**src/verilog/p10_defs.svh**
```systemverilog
/* p10 command interpreter
   field lengths, protocol characters and slot count */

`ifndef P10_DEFS_SVH
`define P10_DEFS_SVH

// field lengths in characters
`define P10_CMD_LEN    8
`define P10_PRM_LEN    8
`define P10_DAT_LEN    6
`define P10_UNITS_LEN  4
`define P10_STR_LEN    20

// number of parameter slots
`define P10_PRM_COUNT  6

// request framing, start is a backtick
`define P10_START      8'h60
`define P10_CMD_DLM    "-"
`define P10_PRM_DLM    ":"
`define P10_DAT_DLM    ";"

// reply framing
`define P10_START_TX   ">"

`endif

```
**src/verilog/p10_pkg.sv**
```systemverilog
/* p10 shared types
   operation, error and slot response types plus the parameter table */

`include "p10_defs.svh"

package p10_pkg;

  // names right-aligned, zero-padded on the left
  typedef logic [`P10_PRM_LEN-1:0][7:0]   name_t;
  // most significant digit in the top nibble
  typedef logic [`P10_DAT_LEN-1:0][3:0]   bcd_t;
  typedef logic [`P10_UNITS_LEN-1:0][7:0] units_t;

  typedef enum logic {get, set} cmd_kind_t;

  typedef enum logic [1:0] {none, cmd_bad, prm_bad, data_bad} rx_err_t;

  typedef enum logic [1:0] {prm_ok, read_only, low, high} prm_err_t;

  typedef struct packed {
    cmd_kind_t kind;
    name_t     name;
    bcd_t      value;
    rx_err_t   err;
  } op_t;

  typedef struct packed {
    name_t  name;
    bcd_t   min;
    bcd_t   max;
    bcd_t   rst_val;
    units_t units;
    logic   writable;
  } prm_entry_t;

  // name, min, max, reset value, units, writable
  localparam prm_entry_t prm_table [`P10_PRM_COUNT] = '{
    '{"freq",    24'h000100, 24'h500000, 24'h010000, "Hz",  1'b1},
    '{"duty",    24'h000000, 24'h000050, 24'h000033, "%",   1'b1},
    '{"phase",   24'h000000, 24'h000359, 24'h000180, "deg", 1'b1},
    '{"ocd",     24'h000001, 24'h001000, 24'h000100, "A",   1'b1},
    '{"deadtim", 24'h000002, 24'h001000, 24'h000002, "ns",  1'b1},
    '{"current", 24'h000000, 24'h000100, 24'h000000, "A",   1'b0}
  };

  typedef struct packed {
    logic     hit;
    prm_err_t err;
    bcd_t     value;
    units_t   units;
  } slot_rsp_t;

endpackage

```
**src/verilog/p10_rx_parser.sv**
```systemverilog
/* p10 receive parser
   walks the request characters and emits one operation per ';' */

`timescale 1ns/10ps
`include "p10_defs.svh"

module p10_rx_parser (
  input  logic         clk,
  input  logic         fsm_rst,
  input  logic [7:0]   rxd,
  input  logic         rxv,
  input  logic         busy,
  output p10_pkg::op_t op,
  output logic         op_v
);

  typedef enum logic [2:0] {
    s_idle,
    s_cmd,
    s_prm,
    s_dat,
    s_drain
  } state_t;

  state_t state;
  logic   acc;
  logic   is_digit;

  logic [`P10_CMD_LEN-1:0][7:0]      cmd_buf;
  logic [$clog2(`P10_CMD_LEN+1)-1:0] cmd_cnt;
  logic [$clog2(`P10_PRM_LEN+1)-1:0] prm_cnt;
  logic [$clog2(`P10_DAT_LEN+1)-1:0] dat_cnt;

  // bytes during a reply are dropped
  assign acc      = rxv && !busy;
  assign is_digit = (rxd >= "0") && (rxd <= "9");

  //////////////////////////////////////////////////
  // character FSM
  //////////////////////////////////////////////////

  always_ff @(posedge clk) begin
    if (fsm_rst) begin
      state <= s_idle;
      op_v  <= 1'b0;
    end else begin
      op_v <= 1'b0;
      if (acc) begin
        case (state)
          s_idle: begin
            if (rxd == `P10_START) begin
              state    <= s_cmd;
              cmd_buf  <= '0;
              cmd_cnt  <= '0;
              prm_cnt  <= '0;
              dat_cnt  <= '0;
              op.kind  <= p10_pkg::get;
              op.name  <= '0;
              op.value <= '0;
              op.err   <= p10_pkg::none;
            end
          end
          s_cmd: begin
            if (rxd == `P10_DAT_DLM) begin
              op.err <= p10_pkg::cmd_bad;
              op_v   <= 1'b1;
              state  <= s_idle;
            end else if (rxd == `P10_CMD_DLM) begin
              if (cmd_buf == "get") begin
                op.kind <= p10_pkg::get;
                state   <= s_prm;
              end else if (cmd_buf == "set") begin
                op.kind <= p10_pkg::set;
                state   <= s_prm;
              end else begin
                op.err <= p10_pkg::cmd_bad;
                state  <= s_drain;
              end
            end else if (cmd_cnt == `P10_CMD_LEN) begin
              op.err <= p10_pkg::cmd_bad;
              state  <= s_drain;
            end else begin
              cmd_buf <= {cmd_buf[`P10_CMD_LEN-2:0], rxd};
              cmd_cnt <= cmd_cnt + 1'b1;
            end
          end
          s_prm: begin
            if (rxd == `P10_DAT_DLM) begin
              // set needs a value
              if (op.kind == p10_pkg::set) op.err <= p10_pkg::prm_bad;
              op_v  <= 1'b1;
              state <= s_idle;
            end else if (rxd == `P10_PRM_DLM) begin
              if (op.kind == p10_pkg::set) begin
                state <= s_dat;
              end else begin
                op.err <= p10_pkg::prm_bad;
                state  <= s_drain;
              end
            end else if (prm_cnt == `P10_PRM_LEN) begin
              op.err <= p10_pkg::prm_bad;
              state  <= s_drain;
            end else begin
              op.name <= {op.name[`P10_PRM_LEN-2:0], rxd};
              prm_cnt <= prm_cnt + 1'b1;
            end
          end
          s_dat: begin
            if (rxd == `P10_DAT_DLM) begin
              if (dat_cnt == 0) op.err <= p10_pkg::data_bad;
              op_v  <= 1'b1;
              state <= s_idle;
            end else if (!is_digit || dat_cnt == `P10_DAT_LEN) begin
              op.err <= p10_pkg::data_bad;
              state  <= s_drain;
            end else begin
              op.value <= {op.value[`P10_DAT_LEN-2:0], rxd[3:0]};
              dat_cnt  <= dat_cnt + 1'b1;
            end
          end
          s_drain: begin
            // error already latched, wait for the end of the request
            if (rxd == `P10_DAT_DLM) begin
              op_v  <= 1'b1;
              state <= s_idle;
            end
          end
          default: state <= s_idle;
        endcase
      end
    end
  end

  // builder holds busy after an operation, so no second one can rise mid-reply
  op_v_busy_a: assert property (@(posedge clk) disable iff (fsm_rst)
    op_v |=> busy);

endmodule

```
**src/verilog/p10_prm_slot.sv**
```systemverilog
/* p10 parameter slot
   holds one parameter, matches its name and checks rights and range */

`timescale 1ns/10ps
`include "p10_defs.svh"

module p10_prm_slot #(
  parameter int SLOT = 0
) (
  input  logic               clk,
  input  logic               fsm_rst,
  input  p10_pkg::op_t       op,
  input  logic               op_v,
  output p10_pkg::slot_rsp_t rsp
);

  localparam p10_pkg::prm_entry_t ENTRY = p10_pkg::prm_table[SLOT];

  p10_pkg::bcd_t     val;
  p10_pkg::prm_err_t chk;
  logic              match;
  logic              wr_ok;

  assign match = op_v && (op.err == p10_pkg::none) && (op.name == ENTRY.name);

  // bcd digits order like binary, so a plain compare is a magnitude compare
  always_comb begin
    chk = p10_pkg::prm_ok;
    if (op.kind == p10_pkg::set) begin
      if (!ENTRY.writable) begin
        chk = p10_pkg::read_only;
      end else if (op.value < ENTRY.min) begin
        chk = p10_pkg::low;
      end else if (op.value > ENTRY.max) begin
        chk = p10_pkg::high;
      end
    end
  end

  assign wr_ok = match && (op.kind == p10_pkg::set) && (chk == p10_pkg::prm_ok);

  always_ff @(posedge clk) begin
    rsp.err   <= chk;
    rsp.value <= val;
    rsp.units <= ENTRY.units;
    if (fsm_rst) begin
      val     <= ENTRY.rst_val;
      rsp.hit <= 1'b0;
    end else begin
      rsp.hit <= match;
      if (wr_ok) val <= op.value;
    end
  end

  // stored value never leaves the table limits
  val_range_a: assert property (@(posedge clk) disable iff (fsm_rst)
    (val >= ENTRY.min) && (val <= ENTRY.max));

endmodule

```
**src/verilog/p10_tx_builder.sv**
```systemverilog
/* p10 transmit builder
   picks the answering slot, composes the reply and streams it under cts */

`timescale 1ns/10ps
`include "p10_defs.svh"

module p10_tx_builder (
  input  logic               clk,
  input  logic               fsm_rst,
  input  p10_pkg::op_t       op,
  input  logic               op_v,
  input  p10_pkg::slot_rsp_t slot_rsp [`P10_PRM_COUNT],
  input  logic               cts,
  output logic               busy,
  output logic [7:0]         txd,
  output logic               txv
);

  // '>' + name + body + ';' CR LF
  localparam int RAW_LEN = 1 + `P10_PRM_LEN + `P10_STR_LEN + 3;
  localparam int PTR_W   = $clog2(RAW_LEN);
  localparam int PAD_LEN = `P10_STR_LEN - 1 - `P10_DAT_LEN - `P10_UNITS_LEN;

  typedef enum logic [1:0] {
    s_idle,
    s_load,
    s_pack,
    s_send
  } state_t;

  state_t                       state;
  logic [`P10_PRM_COUNT-1:0]    hits;
  p10_pkg::prm_err_t            sel_err;
  p10_pkg::bcd_t                sel_value;
  p10_pkg::units_t              sel_units;
  logic [`P10_DAT_LEN-1:0][7:0] digits;
  logic [`P10_STR_LEN-1:0][7:0] body;
  p10_pkg::name_t               shown_name;
  logic [RAW_LEN-1:0][7:0]      raw_next;
  logic [RAW_LEN-1:0][7:0]      raw;
  logic [7:0]                   line [RAW_LEN];
  logic [PTR_W-1:0]             cnt;
  logic [PTR_W-1:0]             wr_ptr;
  logic [PTR_W-1:0]             rd_ptr;

  assign busy = op_v || (state != s_idle);

  //////////////////////////////////////////////////
  // reply composition
  //////////////////////////////////////////////////

  always_comb begin
    hits      = '0;
    sel_err   = p10_pkg::prm_ok;
    sel_value = '0;
    sel_units = '0;
    for (int i = 0; i < `P10_PRM_COUNT; i++) begin
      hits[i] = slot_rsp[i].hit;
      if (slot_rsp[i].hit) begin
        sel_err   = slot_rsp[i].err;
        sel_value = slot_rsp[i].value;
        sel_units = slot_rsp[i].units;
      end
    end
  end

  // leading zeros blanked, last digit always shown
  always_comb begin
    logic seen;
    seen = 1'b0;
    for (int i = `P10_DAT_LEN - 1; i >= 0; i--) begin
      if (seen || sel_value[i] != 4'h0 || i == 0) begin
        digits[i] = {4'h3, sel_value[i]};
        seen      = 1'b1;
      end else begin
        digits[i] = 8'h00;
      end
    end
  end

  always_comb begin
    shown_name = '0;
    body       = '0;
    if (op.err != p10_pkg::none) begin
      case (op.err)
        p10_pkg::cmd_bad: body = "bad command";
        p10_pkg::prm_bad: body = "bad parameter";
        default:          body = "bad data";
      endcase
    end else if (hits == '0) begin
      body = "parameter not found";
    end else if (sel_err != p10_pkg::prm_ok) begin
      case (sel_err)
        p10_pkg::read_only: body = "read-only";
        p10_pkg::low:       body = "value too low";
        default:            body = "value too high";
      endcase
    end else if (op.kind == p10_pkg::set) begin
      shown_name = op.name;
      body       = ": parameter set";
    end else begin
      shown_name = op.name;
      body       = {{PAD_LEN{8'h00}}, `P10_PRM_DLM, digits, sel_units};
    end
  end

  // zero bytes are squeezed out while packing
  assign raw_next = {`P10_START_TX, shown_name, body, `P10_DAT_DLM, 8'h0d, 8'h0a};

  //////////////////////////////////////////////////
  // pack and send
  //////////////////////////////////////////////////

  always_ff @(posedge clk) begin
    if (state == s_pack && raw[RAW_LEN-1] != 8'h00) begin
      line[wr_ptr] <= raw[RAW_LEN-1];
    end
  end

  always_ff @(posedge clk) begin
    if (fsm_rst) begin
      state <= s_idle;
      txv   <= 1'b0;
    end else begin
      txv <= 1'b0;
      case (state)
        s_idle: begin
          if (op_v) state <= s_load;
        end
        s_load: begin
          // slot responses valid here
          raw    <= raw_next;
          cnt    <= '0;
          wr_ptr <= '0;
          state  <= s_pack;
        end
        s_pack: begin
          raw <= {raw[RAW_LEN-2:0], 8'h00};
          cnt <= cnt + 1'b1;
          if (raw[RAW_LEN-1] != 8'h00) wr_ptr <= wr_ptr + 1'b1;
          if (cnt == PTR_W'(RAW_LEN - 1)) begin
            rd_ptr <= '0;
            state  <= s_send;
          end
        end
        s_send: begin
          if (cts) begin
            txd    <= line[rd_ptr];
            txv    <= 1'b1;
            rd_ptr <= rd_ptr + 1'b1;
            // LF is the last packed byte
            if (rd_ptr == wr_ptr - 1'b1) state <= s_idle;
          end
        end
        default: state <= s_idle;
      endcase
    end
  end

  // names in the table are distinct
  one_hit_a: assert property (@(posedge clk) disable iff (fsm_rst) $onehot0(hits));

endmodule

```
**src/verilog/p10_top.sv**
```systemverilog
/* p10 command interpreter top
   parser, parameter slots and reply builder */

`timescale 1ns/10ps
`include "p10_defs.svh"

module p10_top (
  input  logic       clk,
  input  logic       fsm_rst,
  input  logic [7:0] rxd,
  input  logic       rxv,
  output logic [7:0] txd,
  output logic       txv,
  input  logic       cts
);

  p10_pkg::op_t       op;
  logic               op_v;
  logic               busy;
  p10_pkg::slot_rsp_t slot_rsp [`P10_PRM_COUNT];

  p10_rx_parser u_parser (
    .clk     (clk),
    .fsm_rst (fsm_rst),
    .rxd     (rxd),
    .rxv     (rxv),
    .busy    (busy),
    .op      (op),
    .op_v    (op_v)
  );

  // one slot per table entry
  for (genvar i = 0; i < `P10_PRM_COUNT; i++) begin : g_slot
    p10_prm_slot #(
      .SLOT (i)
    ) u_slot (
      .clk     (clk),
      .fsm_rst (fsm_rst),
      .op      (op),
      .op_v    (op_v),
      .rsp     (slot_rsp[i])
    );
  end

  p10_tx_builder u_builder (
    .clk      (clk),
    .fsm_rst  (fsm_rst),
    .op       (op),
    .op_v     (op_v),
    .slot_rsp (slot_rsp),
    .cts      (cts),
    .busy     (busy),
    .txd      (txd),
    .txv      (txv)
  );

endmodule

```
**config.mk**
```make
export PLATFORM = sky130hd
export DESIGN_NAME = p10_top
export DESIGN_NICKNAME = d
export VERILOG_FILES = /design/src/verilog/p10_pkg.sv /design/src/verilog/p10_rx_parser.sv /design/src/verilog/p10_prm_slot.sv /design/src/verilog/p10_tx_builder.sv /design/src/verilog/p10_top.sv
export VERILOG_INCLUDE_DIRS = /design/src /design/src/verilog
export SDC_FILE = /design/constraint.sdc
export NUM_CORES = 1
export LEC_CHECK = 0
export ABC_AREA = 0
export BUFFER_PORTS_ARGS = -buffer_cell sky130_fd_sc_hd__buf_4
export CAP_MARGIN = 15
export CORE_MARGIN = 2
export CORE_UTILIZATION = 60
export DETAILED_ROUTE_END_ITERATION = 10
export PLACE_DENSITY = 0.76
export SETUP_SLACK_MARGIN = 0.02
export SLEW_MARGIN = 40
export SYNTH_ARGS = -nofsm -noshare
export SYNTH_HDL_FRONTEND = slang
export SYNTH_HIERARCHICAL = 1
export SYNTH_SLANG_ARGS = --single-unit
```
**constraint.sdc**
```tcl
create_clock -name clk -period 19.91 [get_ports clk]
set_clock_uncertainty 0.15 [all_clocks]
set_input_delay 3.982 -clock clk [delete_from_list [all_inputs] [get_ports clk]]
set_output_delay 3.982 -clock clk [all_outputs]
set_load 0.01 [all_outputs]
```
==> results of run 1 <==
==> routing by layer <==
metal / part of all wire (%) / wire, um / up-vias
met4: 3.4 / 3310 / 0
met2: 48 / 46000 / 1284
met1: 41 / 39200 / 13262
li1: - / - / 12098
met5: 0 / 0 / -
met3: 8.4 / 8080 / 261
==> worst max-delay path: cells and delay by family <==
family | cells | cell delay, ps
buffers and inverters | 3 | 1610
and+or+nand+nor | 1 | 310
==> area by class of cell <==
class | instances | area [um^2]
inverters | 36 | 138
clock buffers | 115 | 2550
clock inverters | 61 | 836
fillers | 4987 | 24100
flip-flops and latches | 995 | 26800
well taps | 940 | 1180
multi-input cells | 2080 | 13900
repair buffers | 63 | 551
==> worst max-delay path by stage <==
stage               startpoint                  to  slack, ps
floorplan              fsm_rst    u_builder/cnt[0]       4060
global placement       fsm_rst  u_builder/raw[120]      13180
finish                 fsm_rst   u_builder/raw[57]      14000
CTS                    fsm_rst   u_builder/raw[96]      14030
global route           fsm_rst   u_builder/raw[57]      13870
detailed placement     fsm_rst  u_builder/raw[120]      13360
==> metrics by stage <==
step                cells  util, %
global route         4290     65.6
global placement     4107     60.5
floorplan            3514        -
detailed placement   4114     60.7
finish               4290     65.6
CTS                  4290     65.6
==> cells in the final DEF, fill, tap and decap left out, types with 52 or more instances in the layout <==
cell type | synthesis | final
a21oi_1 | 125 | 125
a221oi_1 | 52 | 52
a22o_1 | 71 | 71
and2_1 | 165 | 165
and3_1 | 74 | 74
clkbuf_16 | 0 | 97
conb_1 | 12 | 193
dfxtp_1 | 310 | 307
edfxtp_1 | 685 | 685
mux2i_1 | 96 | 96
nand2_1 | 192 | 191
nand2b_1 | 68 | 67
nand4_1 | 63 | 63
nor2_1 | 142 | 137
nor4_1 | 78 | 76
o21ai_0 | 113 | 113
o22ai_1 | 76 | 76
==> flip-flops by register name (all words and copies together) (netlist names) <==
signal,flops
u_builder/cnt,5
u_parser/cmd_buf,64
u_parser/state,3
u_builder/line,256
u_builder/wr_ptr,5
u_parser/prm_cnt,4
u_parser/dat_cnt,3
g_slot.u_slot/val,144
u_builder/state,2
u_parser/op,91
u_parser/cmd_cnt,4
u_parser/op_v,1
g_slot.u_slot/rsp,159
u_builder/raw,240
u_builder/txv,1
u_builder/rd_ptr,5
u_builder/txd,8
==> power groups by stage <==
stage          logic, uW  clock network, uW  registers, uW
4_1_cts             22.1               1940           2190
3_5_place_dp        21.9                  0           2230
3_3_place_gp        21.1                  0           2230
2_1_floorplan       42.2                  0           2230
5_1_grt             27.1               2030           2180
6_report            23.5               1920           2190
==> cells by family after synthesis <==
group	share of synthesized area (%)
fa+ha+maj	0.884
xor+xnor	0.413
compound gates	10.9
simple gates	14.6
other cells	0.106
mux	4.01
buf+inv	6.00
flops	63.1
==> PnR_summary.wiki, run 1 <==
{| class="wikitable"
! Metric !! Value
|-
| RR Startpoint || g_slot[1].u_slot/rsp[58]
|-
| Clock latency on the worst-skew pair || 680 ps
|-
| Total count of hold-check failures in the final report || 0
|-
| Overall Global Routing Usage || 26.1%
|-
| Most Frequent Cell on Critical Path || buf_4
|-
| Worst voltage drop across the vdd grid || 0.0000726 V
|-
| Fin crit period || 5910 ps
|-
| Top cell type's share of synthesized area || 48.5%
|-
| Total detailed-routing wirelength || 96600 um
|-
| Startpoint of the lowest-slack hold path || g_slot[5].u_slot/val[3]
|-
| Met3 usage || 4.79%
|-
| GRT busiest layer || met2
|-
| Headroom to the max-slew limit || a little over two fifths
|-
| Netlist area before placement || 0.0425 mm^2
|-
| Count of different cell masters after synthesis || 104
|-
| DP Wirelength || about 60000 um
|-
| End of the worst hold path || g_slot[5].u_slot/rsp[35]
|-
| Post-Synthesis Mean Instance Area || 12.7 um^2
|-
| Count of pins over their slew limit || 0
|-
| Clock Sinks || 995
|-
| Internal Pwr Total || roughly 3300 uW
|-
| Drt via density || 6.27
|-
| Starting Density || 60.6%
|-
| Overflow left after global routing || 0
|-
| Sw frac || 19.5%
|-
| Unrepaired setup endpoints after global routing || false
|-
| Final #Nets || 3313
|-
| Row count || 97
|-
| Run status || finished clean
|-
| Pwr/cell area || 89.8 mW/mm^2
|-
| Port Buffer Count || 20
|-
| Number of antenna diodes || 0
|-
| Leak Pwr || 0.0170 uW
|-
| Combinational Power Share || 0.6%
|-
| Standard cell area after detailed placement || around 0.043 mm^2
|-
| Gate count after technology mapping || approximately 3300
|-
| Required time of the critical path || 20030 ps
|-
| R2r endpoint || u_builder/raw[46]
|-
| Startpoint-to-endpoint class of the critical path || primary input to flop
|-
| Final critical-path setup slack || 14000 ps
|-
| Gpl congestion || approximately 0.9
|-
| Library cell used as clock root buffer || clkbuf_16
|-
| Global-route wire length before repair || 151000 um
|-
| Iteration-0 DRC count of the detailed router || 3432
|-
| FMAX || ~0.17 GHz
|-
| Fraction of power consumed by the clock network || 46.5%
|-
| Clock tree from TritonCTS || built
|-
| Synth cell count leaders || edfxtp_1, dfxtp_1, buf_4
|-
| GRT met1 Usage || 35.5%
|-
| Switching power || 805 uW
|-
| Largest area contributor in the synthesized netlist || edfxtp_1
|-
| Met2 capacity usage during global routing || a little over two fifths
|-
| Post-route DRC violation count || 0
|-
| Pin count of the biggest net entering global routing || ~120
|-
| Antenna violations before repair || 0
|-
| Max-Cap Viols || 0
|-
| Relative area change from synthesis to final layout || 8.28%
|-
| Clock slew at reported path FFs || around 60 ps
|-
| Dpl ws || 13360 ps
|-
| Routed WL per cell || 22.5 um
|-
| 1st-pass router iterations || 7
|-
| CP startpoint kind || primary input
|-
| Cell types occupying the most area after synthesis || edfxtp_1, dfxtp_1, buf_4
|-
| Most frequent cell after synthesis || edfxtp_1
|-
| Total power after layout || 4130 uW
|-
| Number of cells on the worst hold path || 0
|-
| Prevailing post-synth register cell || edfxtp_1
|-
| Share of async-settable or async-resettable flops after synthesis || 0%
|-
| Vias in the first global route || between 20000 and 30000
|-
| Setup violations, final || 0
|-
| DIE AREA || 0.0729 mm^2
|-
| Critical Path AT || 6030 ps
|-
| Design area || 0.0460 mm^2
|-
| Sequential element share of the synthesized area || 63.1%
|-
| H-tree depth || 3
|-
| Final cycle utilization of the critical path || 29.7%
|-
| Worst hold path class || flop to flop
|-
| Actual slew at the worst max-slew pin || 857 ps
|-
| Crit path cell chain || buf_4 > nor2b_4 > clkbuf_8 > buf_4
|-
| Number of cell instances on the worst register-to-register path || 12
|-
| Register-to-Register Setup Slack || 15360 ps
|-
| Die Y || 270 um
|-
| Yosys reg bits || about 1000
|-
| Resized Gates After CTS || 0
|-
| Area of the core || 0.0700 mm^2
|-
| Total clock buffers created by CTS || 95
|-
| Total number of yosys warnings || 6
|-
| Buffers from clock root to sink, at most || 3
|-
| DIE WIDTH || 270 um
|-
| Post-route ant nets || 0
|-
| Sequential group share of total power || 53.0%
|-
| Buffers inserted during post-CTS setup optimization || 0
|-
| Cell with the largest stage delay on the worst path || buf_4
|-
| Worst path max stage delay || 730 ps
|-
| Number of flops mapped to enable cells by yosys || just under 700
|-
| Routed via count || between 20000 and 30000
|-
| Fraction of layout cells with a size suffix above 1 || just over 10%
|-
| Nature of the critical path endpoint || flop
|-
| Number of top-level pins || 21
|-
| Highest fanout seen on the critical path || 92
|-
| Worst hold slack || approximately 190 ps
|-
| Final total negative setup slack || 0 ps
|-
| Count of hold-fix buffers inserted at cts || 0
|}
Power figures use the tool's default switching activity.
==> run 2: changes to the inputs <==
--- a/config.mk
+++ b/config.mk
@@ -10,7 +10,7 @@
 export BUFFER_PORTS_ARGS = -buffer_cell sky130_fd_sc_hd__buf_4
 export CAP_MARGIN = 15
 export CORE_MARGIN = 2
-export CORE_UTILIZATION = 60
+export CORE_UTILIZATION = 57
 export DETAILED_ROUTE_END_ITERATION = 10
 export PLACE_DENSITY = 0.76
 export SETUP_SLACK_MARGIN = 0.02
==> constraint.sdc (replaced) <==
create_clock -name clk -period 4.85 [get_ports clk]
set_clock_uncertainty 0.15 [all_clocks]
set_input_delay 0.97 -clock clk [delete_from_list [all_inputs] [get_ports clk]]
set_output_delay 0.97 -clock clk [all_outputs]
set_load 0.01 [all_outputs]
==> PnR_summary.wiki, run 2 (same netlist as run 1, synthesis figures left out) <==
{| class="wikitable"
! Metric !! Value
|-
| Worst hold path class || flop to flop
|-
| Worst voltage drop across the vdd grid || 0.000337 V (+360%)
|-
| Most frequent cells in the layout || edfxtp_1, dfxtp_1, conb_1, nand2_1, and2_1
|-
| Total length of routed met3 wires || 7900 um (-2.3%)
|-
| Met1 wire length || 40400 um (+3.1%)
|-
| Total detailed-routing wirelength || 98200 um (+1.6%)
|-
| Routed WL per cell || 22.6 um (+0.52%)
|-
| Max-Cap Viols || 0 (unchanged)
|-
| Actual slew at the worst max-slew pin || 889 ps (+31.2 ps)
|-
| Total count of hold-check failures in the final report || 0 (unchanged)
|-
| Total power after layout || 16700 uW (+300%)
|-
| Area of the core || 0.0741 mm^2 (+5.8%)
|-
| H-tree depth || 3 (unchanged)
|-
| Fraction of power consumed by the clock network || 45.6% (-0.9 points)
|-
| Fin crit period || 3660 ps
|-
| Highest fanout seen on the critical path || 14 (-85%)
|-
| Final critical-path setup slack || 1190 ps (-12810 ps)
|-
| Leak Pwr || 0.0170 uW (+0.16%)
|-
| Total clock buffers created by CTS || 97 (+2.1%)
|-
| Row count || 100 (+3.1%)
|-
| CP startpoint kind || flop
|-
| Biggest registers after layout || u_builder/line x256, u_builder/raw x240, g_slot.u_slot/rsp x159
|-
| Worst hold slack || 167 ps (-17.9 ps)
|-
| Internal Pwr Total || 13400 uW (+300%)
|-
| Nature of the critical path endpoint || flop
|-
| Routed via count || 26737 (-0.62%)
|-
| DIE WIDTH || 277 um (+2.6%)
|-
| Required time of the critical path || 5040 ps (-14990 ps)
|-
| Pin count of the biggest net entering global routing || 219 (+84%)
|-
| Buffers from clock root to sink, at most || 3 (unchanged)
|-
| Final #Nets || 3328 (+0.45%)
|-
| FMAX || about 0.27 GHz
|-
| Unrepaired setup endpoints after global routing || false
|-
| Die Y || 277 um (+2.6%)
|-
| Most common cell after layout, fill and taps aside || edfxtp_1
|-
| Iteration-0 DRC count of the detailed router || 3145 (-8.4%)
|-
| Headroom to the max-slew limit || 40.6% (-2.2 points)
|-
| Drt via density || 6.16 (-1.7%)
|-
| 1st-pass router iterations || 7 (unchanged)
|-
| Clock slew at reported path FFs || 60 ps (about the same)
|-
| Sequential group share of total power || 53.8% (+0.8 points)
|-
| Highest routing layer actually used || met4
|-
| Standard cell area after detailed placement || 0.0427 mm^2 (+0.34%)
|-
| Sw frac || 19.9% (+0.41 points)
|-
| Register bank with the most flops || u_builder/line
|-
| Overall Global Routing Usage || 25.2% (-0.89 points)
|-
| Fraction of layout cells with a size suffix above 1 || 10.3% (-0.029 points)
|-
| Critical Path AT || 3850 ps (-2180 ps)
|-
| Global-route wire length before repair || 152000 um (+0.67%)
|-
| Combinational Power Share || 0.6% (about the same)
|-
| Antenna violations before repair || 1 (+1)
|-
| Post-route DRC violation count || 0 (unchanged)
|-
| Dpl ws || 1270 ps (-12100 ps)
|-
| Max reg flops || 256 (unchanged)
|-
| Resized Gates After CTS || 0 (unchanged)
|-
| DP Wirelength || 60800 um (+3.7%)
|-
| Clock latency on the worst-skew pair || 680 ps (about the same)
|-
| DIE AREA || 0.0767 mm^2 (+5.2%)
|-
| Overflow left after global routing || 0 (unchanged)
|-
| Library cell used as clock root buffer || clkbuf_16
|-
| Setup violations, final || 0 (unchanged)
|-
| Number of top-level pins || 21 (unchanged)
|-
| Vias in the first global route || 25820 (-2.3%)
|-
| Startpoint-to-endpoint class of the critical path || flop to flop
|-
| Met2 Routed Length || 47000 um (+2.2%)
|-
| Run status || finished clean
|-
| Number of antenna diodes || 0 (unchanged)
|-
| Switching power || 3320 uW (+310%)
|-
| Design area || 0.0461 mm^2 (+0.18%)
|-
| Port Buffer Count || 20 (unchanged)
|-
| Cell Count, Final, Fillers Out || 4338 (+1.1%)
|-
| Starting Density || 57.3% (-3.3 points)
|-
| Count of hold-fix buffers inserted at cts || 0 (unchanged)
|-
| Clock tree from TritonCTS || built
|-
| Clock Sinks || 995 (unchanged)
|-
| Buffers inserted during post-CTS setup optimization || 0 (unchanged)
|-
| Pwr/cell area || 362 mW/mm^2 (+300%)
|-
| Final cycle utilization of the critical path || 75.4%
|-
| Count of pins over their slew limit || 0 (unchanged)
|-
| Number of placed cells counting well taps || 4152 (+0.92%)
|-
| Relative area change from synthesis to final layout || 8.48%
|-
| Post-route ant nets || 0 (unchanged)
|-
| Gpl congestion || 0.941 (+1.9%)
|}
-- run 2: final timing paths --
check,endpoint,slack [ps],depth (start not counted),startpoint
worst max register to register,u_builder/raw[29],1190,13,g_slot[2].u_slot/rsp[58]
worst min-delay path,g_slot[5].u_slot/rsp[37],170,0,g_slot[5].u_slot/val[5]
worst min register to register,g_slot[5].u_slot/rsp[37],170,0,g_slot[5].u_slot/val[5]
worst max-delay path,u_builder/raw[29],1190,13,g_slot[2].u_slot/rsp[58]
-- run 2: worst max-delay path, cell delays in order (launching register included) --
cell	delay [ps]
dfxtp_1	340
or2_4	270
a21oi_1	120
o21ai_0	110
o221ai_1	90
o21ai_0	100
mux2_2	330
inv_1	90
ha_1	480
inv_2	180
nor2_1	190
nand2_1	140
nor2_1	550
a21boi_0	180
-- run 2: area by class of cell --
type                       count  area [um^2]
clock buffer                 145         2850
clock inverter                37          438
fill                        5473        28000
inverter                      36          135
multi-input combinational   2080        13900
sequential                   995        26800
tap                          969         1210
timing repair buffer          76          724
-- run 2: stage by stage --
step	TNS, ps	utilization (%)
3_5_place_dp	0	57.6
4_1_cts	0	62.0
3_3_place_gp	0	57.5
2_1_floorplan	-71100	-
6_report	0	62.2
5_1_grt	0	62.2
-- run 2: power groups by stage --
stage | Clock [uW] | Combinational [uW] | Sequential [uW]
final | 7610 | 98.9 | 8970
after global routing | 8060 | 113 | 8970
after CTS | 7720 | 94.2 | 8970
after detailed placement | 0 | 94.1 | 9160
after global placement | 0 | 91.1 | 9160
after floorplan | 0 | 173 | 9150
-- run 2: per-layer routing --
metal  up-vias  track usage [%]
li1      12122                -
met1     13142             35.0
met2      1261             40.9
met3       212             4.43
met4         0             7.80
met5         -                0
